==> config.mk <==
export PLATFORM = sky130hd
export DESIGN_NAME = udp_frame_parser
export DESIGN_NICKNAME = d
export VERILOG_FILES = /design/src/hdl/frame_fields_pkg.sv /design/src/hdl/parser_ctrl_pkg.sv /design/src/hdl/rx_byte_if.sv /design/src/hdl/header_info_if.sv /design/src/hdl/frame_sequencer.sv /design/src/hdl/header_fields.sv /design/src/hdl/fcs_checker.sv /design/src/hdl/udp_frame_parser.sv
export VERILOG_INCLUDE_DIRS = /design/src /design/src/hdl
export SDC_FILE = /design/constraint.sdc
export NUM_CORES = 1
export LEC_CHECK = 0
export ABC_AREA = 1
export BUFFER_PORTS_ARGS = -buffer_cell sky130_fd_sc_hd__buf_4
export CAP_MARGIN = 20
export CORE_MARGIN = 2
export CORE_UTILIZATION = 66
export CTS_BUF_LIST = sky130_fd_sc_hd__clkbuf_16
export DETAILED_ROUTE_END_ITERATION = 12
export PLACE_DENSITY = 0.86
export SYNTH_ARGS = -nofsm -noshare
export SYNTH_HDL_FRONTEND = slang
export SYNTH_SLANG_ARGS = --single-unit
==> constraint.sdc <==
create_clock -name clock -period 4.83 [get_ports clock]
set_input_delay 0.966 -clock clock [delete_from_list [all_inputs] [get_ports clock]]
set_output_delay 0.966 -clock clock [all_outputs]
set_load 0.02 [all_outputs]
==> src/hdl/parser_params.svh <==
`ifndef PARSER_PARAMS_SVH
`define PARSER_PARAMS_SVH

// Protocol identifiers
`define PARSER_ETHER_TYPE_IPV4      16'h0800
`define PARSER_IPV4_PROTOCOL_UDP    8'd17

// IPv4 header without options plus the UDP header
`define PARSER_HEADER_OVERHEAD      16'd28

// Payloads shorter than this are followed by Ethernet pad
`define PARSER_MIN_PAYLOAD          16'd18

// Reflected form of the Ethernet CRC-32
`define PARSER_CRC_POLYNOMIAL       32'hEDB8_8320

`endif

==> src/hdl/frame_fields_pkg.sv <==
package frame_fields_pkg;

////////////////////////////////////////////////////////////
// Header field types
////////////////////////////////////////////////////////////

typedef logic [47:0] mac_address_t;
typedef logic [15:0] ether_type_t;
typedef logic [31:0] ipv4_address_t;
typedef logic [15:0] port_t;
typedef logic [15:0] length_t;

// Flags and offset as they sit in the header word
typedef struct packed {
    logic           reserved;
    logic           dont_fragment;
    logic           more_fragments;
    logic [12:0]    offset;
} ipv4_fragment_fields_t;

typedef union packed {
    logic [15:0]            raw;
    ipv4_fragment_fields_t  fields;
} ipv4_fragment_word_t;

////////////////////////////////////////////////////////////
// Input stream word
////////////////////////////////////////////////////////////

// Start marker rides above the data byte
typedef struct packed {
    logic           start;
    logic [7:0]     data;
} rx_word_t;

endpackage

==> src/hdl/parser_ctrl_pkg.sv <==
package parser_ctrl_pkg;

// Position of a byte inside the frame, in wire order
typedef enum logic [4:0] {
    SEC_MAC_DESTINATION,
    SEC_MAC_SOURCE,
    SEC_ETHER_TYPE,
    SEC_IPV4_VERSION,
    SEC_IPV4_SERVICES,
    SEC_IPV4_TOTAL_LENGTH,
    SEC_IPV4_IDENTIFICATION,
    SEC_IPV4_FRAGMENT,
    SEC_IPV4_TIME_TO_LIVE,
    SEC_IPV4_PROTOCOL,
    SEC_IPV4_HEADER_CHECKSUM,
    SEC_IPV4_SOURCE_ADDRESS,
    SEC_IPV4_DESTINATION_ADDRESS,
    SEC_UDP_HEADER,
    SEC_PAYLOAD,
    SEC_PAD,
    SEC_FCS
} frame_section_t;

typedef enum logic [2:0] {
    SEQ_IDLE,
    SEQ_HEADER,
    SEQ_PAYLOAD,
    SEQ_PAD,
    SEQ_FCS,
    SEQ_VERDICT,
    SEQ_DROP,
    SEQ_RESTART
} sequencer_state_t;

endpackage

==> src/hdl/rx_byte_if.sv <==
`timescale 1ns/100ps

interface rx_byte_if;

logic [7:0]                         byte_data;
parser_ctrl_pkg::frame_section_t    section;
logic                               byte_strobe;
logic                               frame_start;
logic                               fcs_last;

modport source (
    output byte_data,
    output section,
    output byte_strobe,
    output frame_start,
    output fcs_last
);

modport sink (
    input  byte_data,
    input  section,
    input  byte_strobe,
    input  frame_start,
    input  fcs_last
);

endinterface

==> src/hdl/header_info_if.sv <==
`timescale 1ns/100ps

interface header_info_if;

logic                           is_ipv4;
logic                           is_udp;
logic                           is_fragment;
frame_fields_pkg::length_t      payload_length;

modport source (
    output is_ipv4,
    output is_udp,
    output is_fragment,
    output payload_length
);

modport sink (
    input  is_ipv4,
    input  is_udp,
    input  is_fragment,
    input  payload_length
);

endinterface

==> src/hdl/frame_sequencer.sv <==
`timescale 1ns/100ps
`include "parser_params.svh"

module frame_sequencer (
    input  logic                        clock,
    input  logic                        reset_n,
    input  frame_fields_pkg::rx_word_t  rx_data,
    input  logic                        data_enable,
    output logic                        data_ready,
    rx_byte_if.source                   rx_byte,
    header_info_if.sink                 header_info,
    input  logic                        fcs_ok,
    input  logic                        fcs_done,
    output logic [7:0]                  packet_data,
    output logic                        packet_valid,
    output logic                        good_frame,
    output logic                        bad_frame
);

parser_ctrl_pkg::sequencer_state_t  state;
parser_ctrl_pkg::sequencer_state_t  _state;
parser_ctrl_pkg::frame_section_t    section;
parser_ctrl_pkg::frame_section_t    _section;
logic   [15:0]                      counter;
logic   [15:0]                      _counter;
logic                               in_frame;
logic                               accept;
logic                               last_byte;
logic                               begin_frame;
logic                               early_start;
logic                               short_payload;
logic                               verdict_ready;

// Byte count minus one for each header section
function automatic logic [15:0] section_last(input parser_ctrl_pkg::frame_section_t value);
    case (value)
        parser_ctrl_pkg::SEC_MAC_SOURCE:
            return 16'd5;
        parser_ctrl_pkg::SEC_ETHER_TYPE,
        parser_ctrl_pkg::SEC_IPV4_TOTAL_LENGTH,
        parser_ctrl_pkg::SEC_IPV4_IDENTIFICATION,
        parser_ctrl_pkg::SEC_IPV4_FRAGMENT,
        parser_ctrl_pkg::SEC_IPV4_HEADER_CHECKSUM:
            return 16'd1;
        parser_ctrl_pkg::SEC_IPV4_SOURCE_ADDRESS,
        parser_ctrl_pkg::SEC_IPV4_DESTINATION_ADDRESS,
        parser_ctrl_pkg::SEC_FCS:
            return 16'd3;
        parser_ctrl_pkg::SEC_UDP_HEADER:
            return 16'd7;
        default:
            return 16'd0;
    endcase
endfunction

assign in_frame      = state inside {parser_ctrl_pkg::SEQ_HEADER, parser_ctrl_pkg::SEQ_PAYLOAD,
                                     parser_ctrl_pkg::SEQ_PAD, parser_ctrl_pkg::SEQ_FCS};
assign accept        = data_enable && data_ready;
assign last_byte     = counter == 16'd0;
assign early_start   = in_frame && data_enable && rx_data.start;
assign begin_frame   = accept && !in_frame
                       && (rx_data.start || state == parser_ctrl_pkg::SEQ_RESTART);
assign short_payload = header_info.payload_length < `PARSER_MIN_PAYLOAD;
assign verdict_ready = state == parser_ctrl_pkg::SEQ_VERDICT && fcs_done;

// An early marker is held off for one cycle so the old frame can close
always_comb begin
    if (state == parser_ctrl_pkg::SEQ_VERDICT) begin
        data_ready = 1'b0;
    end
    else if (in_frame) begin
        data_ready = data_enable && !rx_data.start;
    end
    else begin
        data_ready = data_enable;
    end
end

always_comb begin
    _state   = state;
    _section = section;
    _counter = counter;

    if (begin_frame) begin
        _state   = parser_ctrl_pkg::SEQ_HEADER;
        _section = parser_ctrl_pkg::SEC_MAC_DESTINATION;
        _counter = 16'd4;
    end
    else if (early_start) begin
        _state = parser_ctrl_pkg::SEQ_RESTART;
    end
    else if (verdict_ready) begin
        _state = parser_ctrl_pkg::SEQ_IDLE;
    end
    else if (accept && in_frame) begin
        _counter = counter - 16'd1;

        if (last_byte) begin
            _section = parser_ctrl_pkg::frame_section_t'(section + 5'd1);
            _counter = section_last(_section);

            case (section)
                parser_ctrl_pkg::SEC_IPV4_PROTOCOL: begin
                    if (!header_info.is_ipv4) begin
                        _state = parser_ctrl_pkg::SEQ_DROP;
                    end
                end
                parser_ctrl_pkg::SEC_IPV4_HEADER_CHECKSUM: begin
                    if (!header_info.is_udp) begin
                        _state = parser_ctrl_pkg::SEQ_DROP;
                    end
                end
                parser_ctrl_pkg::SEC_IPV4_DESTINATION_ADDRESS: begin
                    if (header_info.is_fragment) begin
                        _state = parser_ctrl_pkg::SEQ_DROP;
                    end
                end
                parser_ctrl_pkg::SEC_UDP_HEADER: begin
                    _state   = parser_ctrl_pkg::SEQ_PAYLOAD;
                    _counter = header_info.payload_length - 16'd1;
                end
                parser_ctrl_pkg::SEC_PAYLOAD: begin
                    if (short_payload) begin
                        _state   = parser_ctrl_pkg::SEQ_PAD;
                        _counter = `PARSER_MIN_PAYLOAD - header_info.payload_length - 16'd1;
                    end
                    else begin
                        _state   = parser_ctrl_pkg::SEQ_FCS;
                        _section = parser_ctrl_pkg::SEC_FCS;
                        _counter = 16'd3;
                    end
                end
                parser_ctrl_pkg::SEC_PAD: begin
                    _state = parser_ctrl_pkg::SEQ_FCS;
                end
                parser_ctrl_pkg::SEC_FCS: begin
                    _state   = parser_ctrl_pkg::SEQ_VERDICT;
                    _section = section;
                end
                default: begin
                end
            endcase
        end
    end
end

always_ff @(posedge clock or negedge reset_n) begin
    if (!reset_n) begin
        state               <= parser_ctrl_pkg::SEQ_IDLE;
        section             <= parser_ctrl_pkg::SEC_MAC_DESTINATION;
        counter             <= 16'd0;
        rx_byte.byte_strobe <= 1'b0;
        rx_byte.frame_start <= 1'b0;
        rx_byte.fcs_last    <= 1'b0;
        packet_valid        <= 1'b0;
        good_frame          <= 1'b0;
        bad_frame           <= 1'b0;
    end
    else begin
        state               <= _state;
        section             <= _section;
        counter             <= _counter;
        rx_byte.byte_strobe <= begin_frame || (accept && in_frame);
        rx_byte.frame_start <= begin_frame;
        rx_byte.fcs_last    <= accept && in_frame && last_byte
                               && section == parser_ctrl_pkg::SEC_FCS;
        packet_valid        <= accept && in_frame
                               && (section == parser_ctrl_pkg::SEC_UDP_HEADER
                                   || section == parser_ctrl_pkg::SEC_PAYLOAD);
        good_frame          <= verdict_ready && fcs_ok;
        bad_frame           <= early_start || (verdict_ready && !fcs_ok);
    end
end

// Byte payload, qualified by the strobes above
always_ff @(posedge clock) begin
    rx_byte.byte_data <= rx_data.data;
    rx_byte.section   <= begin_frame ? parser_ctrl_pkg::SEC_MAC_DESTINATION : section;
    packet_data       <= rx_data.data;
end

endmodule

==> src/hdl/header_fields.sv <==
`timescale 1ns/100ps
`include "parser_params.svh"

module header_fields (
    input  logic                                    clock,
    input  logic                                    reset_n,
    rx_byte_if.sink                                 rx_byte,
    header_info_if.source                           header_info,
    output frame_fields_pkg::port_t                 udp_destination,
    output frame_fields_pkg::length_t               ipv4_identification,
    output frame_fields_pkg::ipv4_fragment_word_t   ipv4_fragment
);

frame_fields_pkg::ether_type_t  ether_type;
frame_fields_pkg::length_t      total_length;
logic   [7:0]                   protocol;
logic   [63:0]                  udp_header;

////////////////////////////////////////////////////////////
// Field capture, most significant byte first
////////////////////////////////////////////////////////////

always_ff @(posedge clock or negedge reset_n) begin
    if (!reset_n) begin
        ether_type          <= '0;
        total_length        <= '0;
        protocol            <= '0;
        ipv4_identification <= '0;
        ipv4_fragment       <= '0;
    end
    else if (rx_byte.byte_strobe) begin
        case (rx_byte.section)
            parser_ctrl_pkg::SEC_ETHER_TYPE: begin
                ether_type <= {ether_type[7:0], rx_byte.byte_data};
            end
            parser_ctrl_pkg::SEC_IPV4_TOTAL_LENGTH: begin
                total_length <= {total_length[7:0], rx_byte.byte_data};
            end
            parser_ctrl_pkg::SEC_IPV4_IDENTIFICATION: begin
                ipv4_identification <= {ipv4_identification[7:0], rx_byte.byte_data};
            end
            parser_ctrl_pkg::SEC_IPV4_FRAGMENT: begin
                ipv4_fragment.raw <= {ipv4_fragment.raw[7:0], rx_byte.byte_data};
            end
            parser_ctrl_pkg::SEC_IPV4_PROTOCOL: begin
                protocol <= rx_byte.byte_data;
            end
            default: begin
            end
        endcase
    end
end

// Source port, destination port, length, checksum
always_ff @(posedge clock) begin
    if (rx_byte.byte_strobe && rx_byte.section == parser_ctrl_pkg::SEC_UDP_HEADER) begin
        udp_header <= {udp_header[55:0], rx_byte.byte_data};
    end
end

assign udp_destination = udp_header[47:32];

////////////////////////////////////////////////////////////
// Verdicts for the sequencer
////////////////////////////////////////////////////////////

assign header_info.is_ipv4        = ether_type == `PARSER_ETHER_TYPE_IPV4;
assign header_info.is_udp         = protocol == `PARSER_IPV4_PROTOCOL_UDP;
// Any piece but a whole datagram
assign header_info.is_fragment    = ipv4_fragment.fields.more_fragments
                                    || ipv4_fragment.fields.offset != 13'd0;
assign header_info.payload_length = total_length - `PARSER_HEADER_OVERHEAD;

endmodule

==> src/hdl/fcs_checker.sv <==
`timescale 1ns/100ps
`include "parser_params.svh"

module fcs_checker (
    input  logic        clock,
    input  logic        reset_n,
    rx_byte_if.sink     rx_byte,
    output logic        fcs_ok,
    output logic        fcs_done
);

logic   [31:0]  crc;
logic   [31:0]  crc_next;
logic   [31:0]  received_fcs;
logic   [31:0]  fcs_complete;

// One byte through the reflected CRC, LSB first
function automatic logic [31:0] crc_byte(input logic [31:0] seed, input logic [7:0] value);
    logic [31:0] result;
    result = seed ^ {24'd0, value};
    for (int bit_index = 0; bit_index < 8; bit_index++) begin
        if (result[0]) begin
            result = (result >> 1) ^ `PARSER_CRC_POLYNOMIAL;
        end
        else begin
            result = result >> 1;
        end
    end
    return result;
endfunction

assign crc_next     = crc_byte(rx_byte.frame_start ? 32'hFFFF_FFFF : crc, rx_byte.byte_data);
// FCS arrives low byte first
assign fcs_complete = {rx_byte.byte_data, received_fcs[31:8]};

always_ff @(posedge clock or negedge reset_n) begin
    if (!reset_n) begin
        crc      <= 32'hFFFF_FFFF;
        fcs_ok   <= 1'b0;
        fcs_done <= 1'b0;
    end
    else begin
        fcs_done <= rx_byte.byte_strobe && rx_byte.fcs_last;

        if (rx_byte.byte_strobe && rx_byte.section != parser_ctrl_pkg::SEC_FCS) begin
            crc <= crc_next;
        end
        if (rx_byte.byte_strobe && rx_byte.fcs_last) begin
            fcs_ok <= fcs_complete == ~crc;
        end
    end
end

always_ff @(posedge clock) begin
    if (rx_byte.byte_strobe && rx_byte.section == parser_ctrl_pkg::SEC_FCS) begin
        received_fcs <= fcs_complete;
    end
end

endmodule

==> src/hdl/udp_frame_parser.sv <==
`timescale 1ns/100ps

module udp_frame_parser (
    input  logic                                    clock,
    input  logic                                    reset_n,
    input  frame_fields_pkg::rx_word_t              rx_data,
    input  logic                                    data_enable,
    output logic                                    data_ready,
    output logic [7:0]                              packet_data,
    output logic                                    packet_valid,
    output logic                                    good_frame,
    output logic                                    bad_frame,
    output frame_fields_pkg::port_t                 udp_destination,
    output frame_fields_pkg::length_t               ipv4_identification,
    output frame_fields_pkg::ipv4_fragment_word_t   ipv4_fragment
);

logic   fcs_ok;
logic   fcs_done;

rx_byte_if      rx_byte ();
header_info_if  header_info ();

frame_sequencer i_frame_sequencer (
    .clock          (clock),
    .reset_n        (reset_n),
    .rx_data        (rx_data),
    .data_enable    (data_enable),
    .data_ready     (data_ready),
    .rx_byte        (rx_byte.source),
    .header_info    (header_info.sink),
    .fcs_ok         (fcs_ok),
    .fcs_done       (fcs_done),
    .packet_data    (packet_data),
    .packet_valid   (packet_valid),
    .good_frame     (good_frame),
    .bad_frame      (bad_frame)
);

header_fields i_header_fields (
    .clock                  (clock),
    .reset_n                (reset_n),
    .rx_byte                (rx_byte.sink),
    .header_info            (header_info.source),
    .udp_destination        (udp_destination),
    .ipv4_identification    (ipv4_identification),
    .ipv4_fragment          (ipv4_fragment)
);

fcs_checker i_fcs_checker (
    .clock      (clock),
    .reset_n    (reset_n),
    .rx_byte    (rx_byte.sink),
    .fcs_ok     (fcs_ok),
    .fcs_done   (fcs_done)
);

endmodule

==> metrics.txt <==
routed length per instance 17.5 µm; Worst-Skew Late Latency 0.51 ns; htree depth 1; Initial DRC Count 1053; CTS Buf Count 24; ANT nets after route 0; Post-synth EDFFs 72; capturing element type of the critical path output pin; FF+latch count, synth 221; I/O pin total 72; pin count of the biggest net entering global routing 68; first-pass GRT wire length 43700 µm; Max IR drop VDD 0.783 mV; Die H 134 µm; Clk pin slew, worst setup/hold paths 0.06 ns; Worst Skew 0.00865 ns; All-Layer GR Usage 0.307; R2R Setup Slk 2.22 ns; share of cells above drive strength 1 0.144; GRT overflow 0; register area share after synthesis 0.530; pwr dens 688 nW/µm²; Synth area leaders dfrtp_1 (24%), edfxtp_1 (20%), nand2_1 (11%), dfstp_2 (7.6%), o21ai_0 (4.7%); Hold Vio Cnt, Final 0; CTS tree done; Initial Util 0.672; final cell count without fillers 1528; Netlist cell types 47; # diodes 0; status finished clean; Worst Max-Slew Pin Slew 0.869 ns; final WL 26700 µm; critical path arrival 1.71 ns; Final Critical Period 2.68 ns; initial antenna violation count 0; DR vias 8919; clk buf depth 3; Main synth FF type dfrtp_1; Final Max Slew Viols 0; Site Rows 47; Die W 134 µm; endpoints failing setup 0; Core ar. 16500 µm²; Critical Path Fanout Max 4; final net count 1315; Final Cycle Share 0.555; clock sinks 221; Rel. slew slack 0.419; setup bufs post-CTS 0; max cap viols 0; cells resized by post-CTS repair 0; r2r endpoint i_frame_sequencer.state[1]$_DFFE_PN0P_; vias per inst 5.84; Register-to-Register Path Depth 16; global placement routability congestion 0.920; detailed placer's ending HPWL 18300 µm; post-synth top area share 0.235; P&R area growth vs syn 12.9%; number of global-route vias before repair 8579; first-pass iteration count of the detailed router 6; critical path class reg -> out; Ys Warns 0; FMAX 0.373 GHz; syn_nets 1251; hold buffers post-CTS 0; Syn Inst Count 1226; startpoint types flop; fillcell total 1109; Mapped Area 11100 µm²; I/O Buffers 71; worst min path class in -> async; die area 17800 µm²; Reg2Reg Launch Point i_header_fields.total_length[2]$_DFFE_PN0P_; CP required 3.86 ns; largest area contributor in the netlist dfrtp_1; Cells after DPL 1483; Root Driver clkbuf_16; asr flop ratio synth 0.615; Syn Area/Cell 9.03 µm²; RSZ-0062 raised after global routing false; P_leak 0.00561 µW; Setup TNS 0 ns; DRC 0
-- report_power, final --
group	leakage, µW	internal, µW	switching, µW
registers	0.00250	2430	418
logic	0.00273	1530	2540
clock network	0.000381	982	707
total	0.00561	4940	3660
-- how the worst max path moves through the flow --
stage | start | end | slack, ns | cells past startpoint
final | i_frame_sequencer.state[1]$_DFFE_PN0P_ | data_ready | 2.15 | 6
after global placement | rx_data[8] | i_frame_sequencer.section[2]$_DFFE_PN0P_ | 2.26 | 6
after global routing | i_header_fields.total_length[2]$_DFFE_PN0P_ | i_frame_sequencer.state[1]$_DFFE_PN0P_ | 1.90 | 16
after CTS | i_frame_sequencer.state[1]$_DFFE_PN0P_ | data_ready | 2.14 | 6
after detailed placement | rx_data[8] | i_frame_sequencer.section[1]$_DFFE_PN0P_ | 2.16 | 6
after floorplan | i_frame_sequencer.rx_byte.byte_strobe$_DFF_PN0_ | i_header_fields.udp_header[0]$_DFFE_PP_ | 1.74 | 4
-- stage by stage --
step           hold slack, ns   util  setup WS [ns]  cell area (µm²)  total power (µW)
2_1_floorplan           0.400      -           1.74            11100              5850
3_3_place_gp            0.401  0.711           2.26            11700              6640
3_5_place_dp            0.405  0.714           2.16            11800              6800
4_1_cts                 0.365  0.758           2.14            12500              8560
5_1_grt                 0.389  0.759           1.90            12500              9180
6_report                0.372  0.759           2.15            12500              8610
-- kinds of logic (layout without fill, tap and decap cells) --
group | Yosys count | in the layout | share of synthesized area
muxes | 15 | 15 | 0.0153
and+or+nand+nor | 563 | 563 | 0.214
buffers and inverters | 148 | 230 | 0.0565
DFF | 221 | 221 | 0.530
adders and majority gates | 13 | 13 | 0.0147
AOI/OAI and AO/OA | 174 | 174 | 0.0853
xor gates and xnor gates | 92 | 92 | 0.0847
-- layout make-up --
cell class / count / area [µm²] / share of cell area
repair buffers: 78 / 633 / 0.0507
multi-input cells: 857 / 4590 / 0.367
flip-flops and latches: 221 / 5870 / 0.469
clock inverters: 19 / 106 / 0.00851
inverters: 108 / 405 / 0.0324
well taps: 220 / 275 / 0.0220
clock buffers: 25 / 626 / 0.0501
-- routing by layer --
layer / share of wire / track usage / routed length (µm) / up-vias
li1: - / - / - / 4152
met1: 0.41 / 0.421 / 11000 / 4250
met2: 0.48 / 0.505 / 12900 / 449
met3: 0.079 / 0.0533 / 2120 / 68
met4: 0.027 / 0.0975 / 735 / 0
met5: 0 / 0 / 0 / -
-- worst max-delay path, stage by stage (launching register included) --
cell,delay [ns]
dfrtp_1,0.42
nor2_1,0.15
xor2_1,0.27
nand2_1,0.08
nand2_1,0.07
nor2_1,0.05
buf_4,0.17
-- sequential cells by signal (all words and copies together), names as in the netlist, 8 cells and up --
signal	cells
i_header_fields.udp_header	48
i_fcs_checker.crc	32
i_fcs_checker.received_fcs	24
i_frame_sequencer.counter	16
i_header_fields.ether_type	16
i_header_fields.ipv4_fragment	16
i_header_fields.ipv4_identification	16
i_header_fields.total_length	16
i_frame_sequencer.packet_data	8
i_header_fields.protocol	8
-- layout by cell type, fill, tap and decap left out, types with 38 or more instances in the layout --
| master | instances |
|---|---|
| buf_4 | 74 |
| dfrtp_1 | 104 |
| edfxtp_1 | 72 |
| inv_1 | 113 |
| nand2_1 | 316 |
| nand3_1 | 59 |
| nor2_1 | 120 |
| o21ai_0 | 105 |
| xnor2_1 | 38 |
| xor2_1 | 44 |
-- Yosys cell counts (all sizes together) (3+ instances only) --
library cell and count:
buf 19, nand3 60, o31ai 4, o22ai 4
clkbuf 21, dfrtp 104, nand3b 3, nor3 10
a21oi 32, inv 107, nand4 19, edfxtp 72
dfstp 32, nor4 11, a211oi 3, xor2 49
o21ai 112, a31oi 5, mux2 15, ha 13
nor2 132, o211ai 3, dfxtp 13, nand2 323
xnor2 43
(Power assumes the default switching activity.)
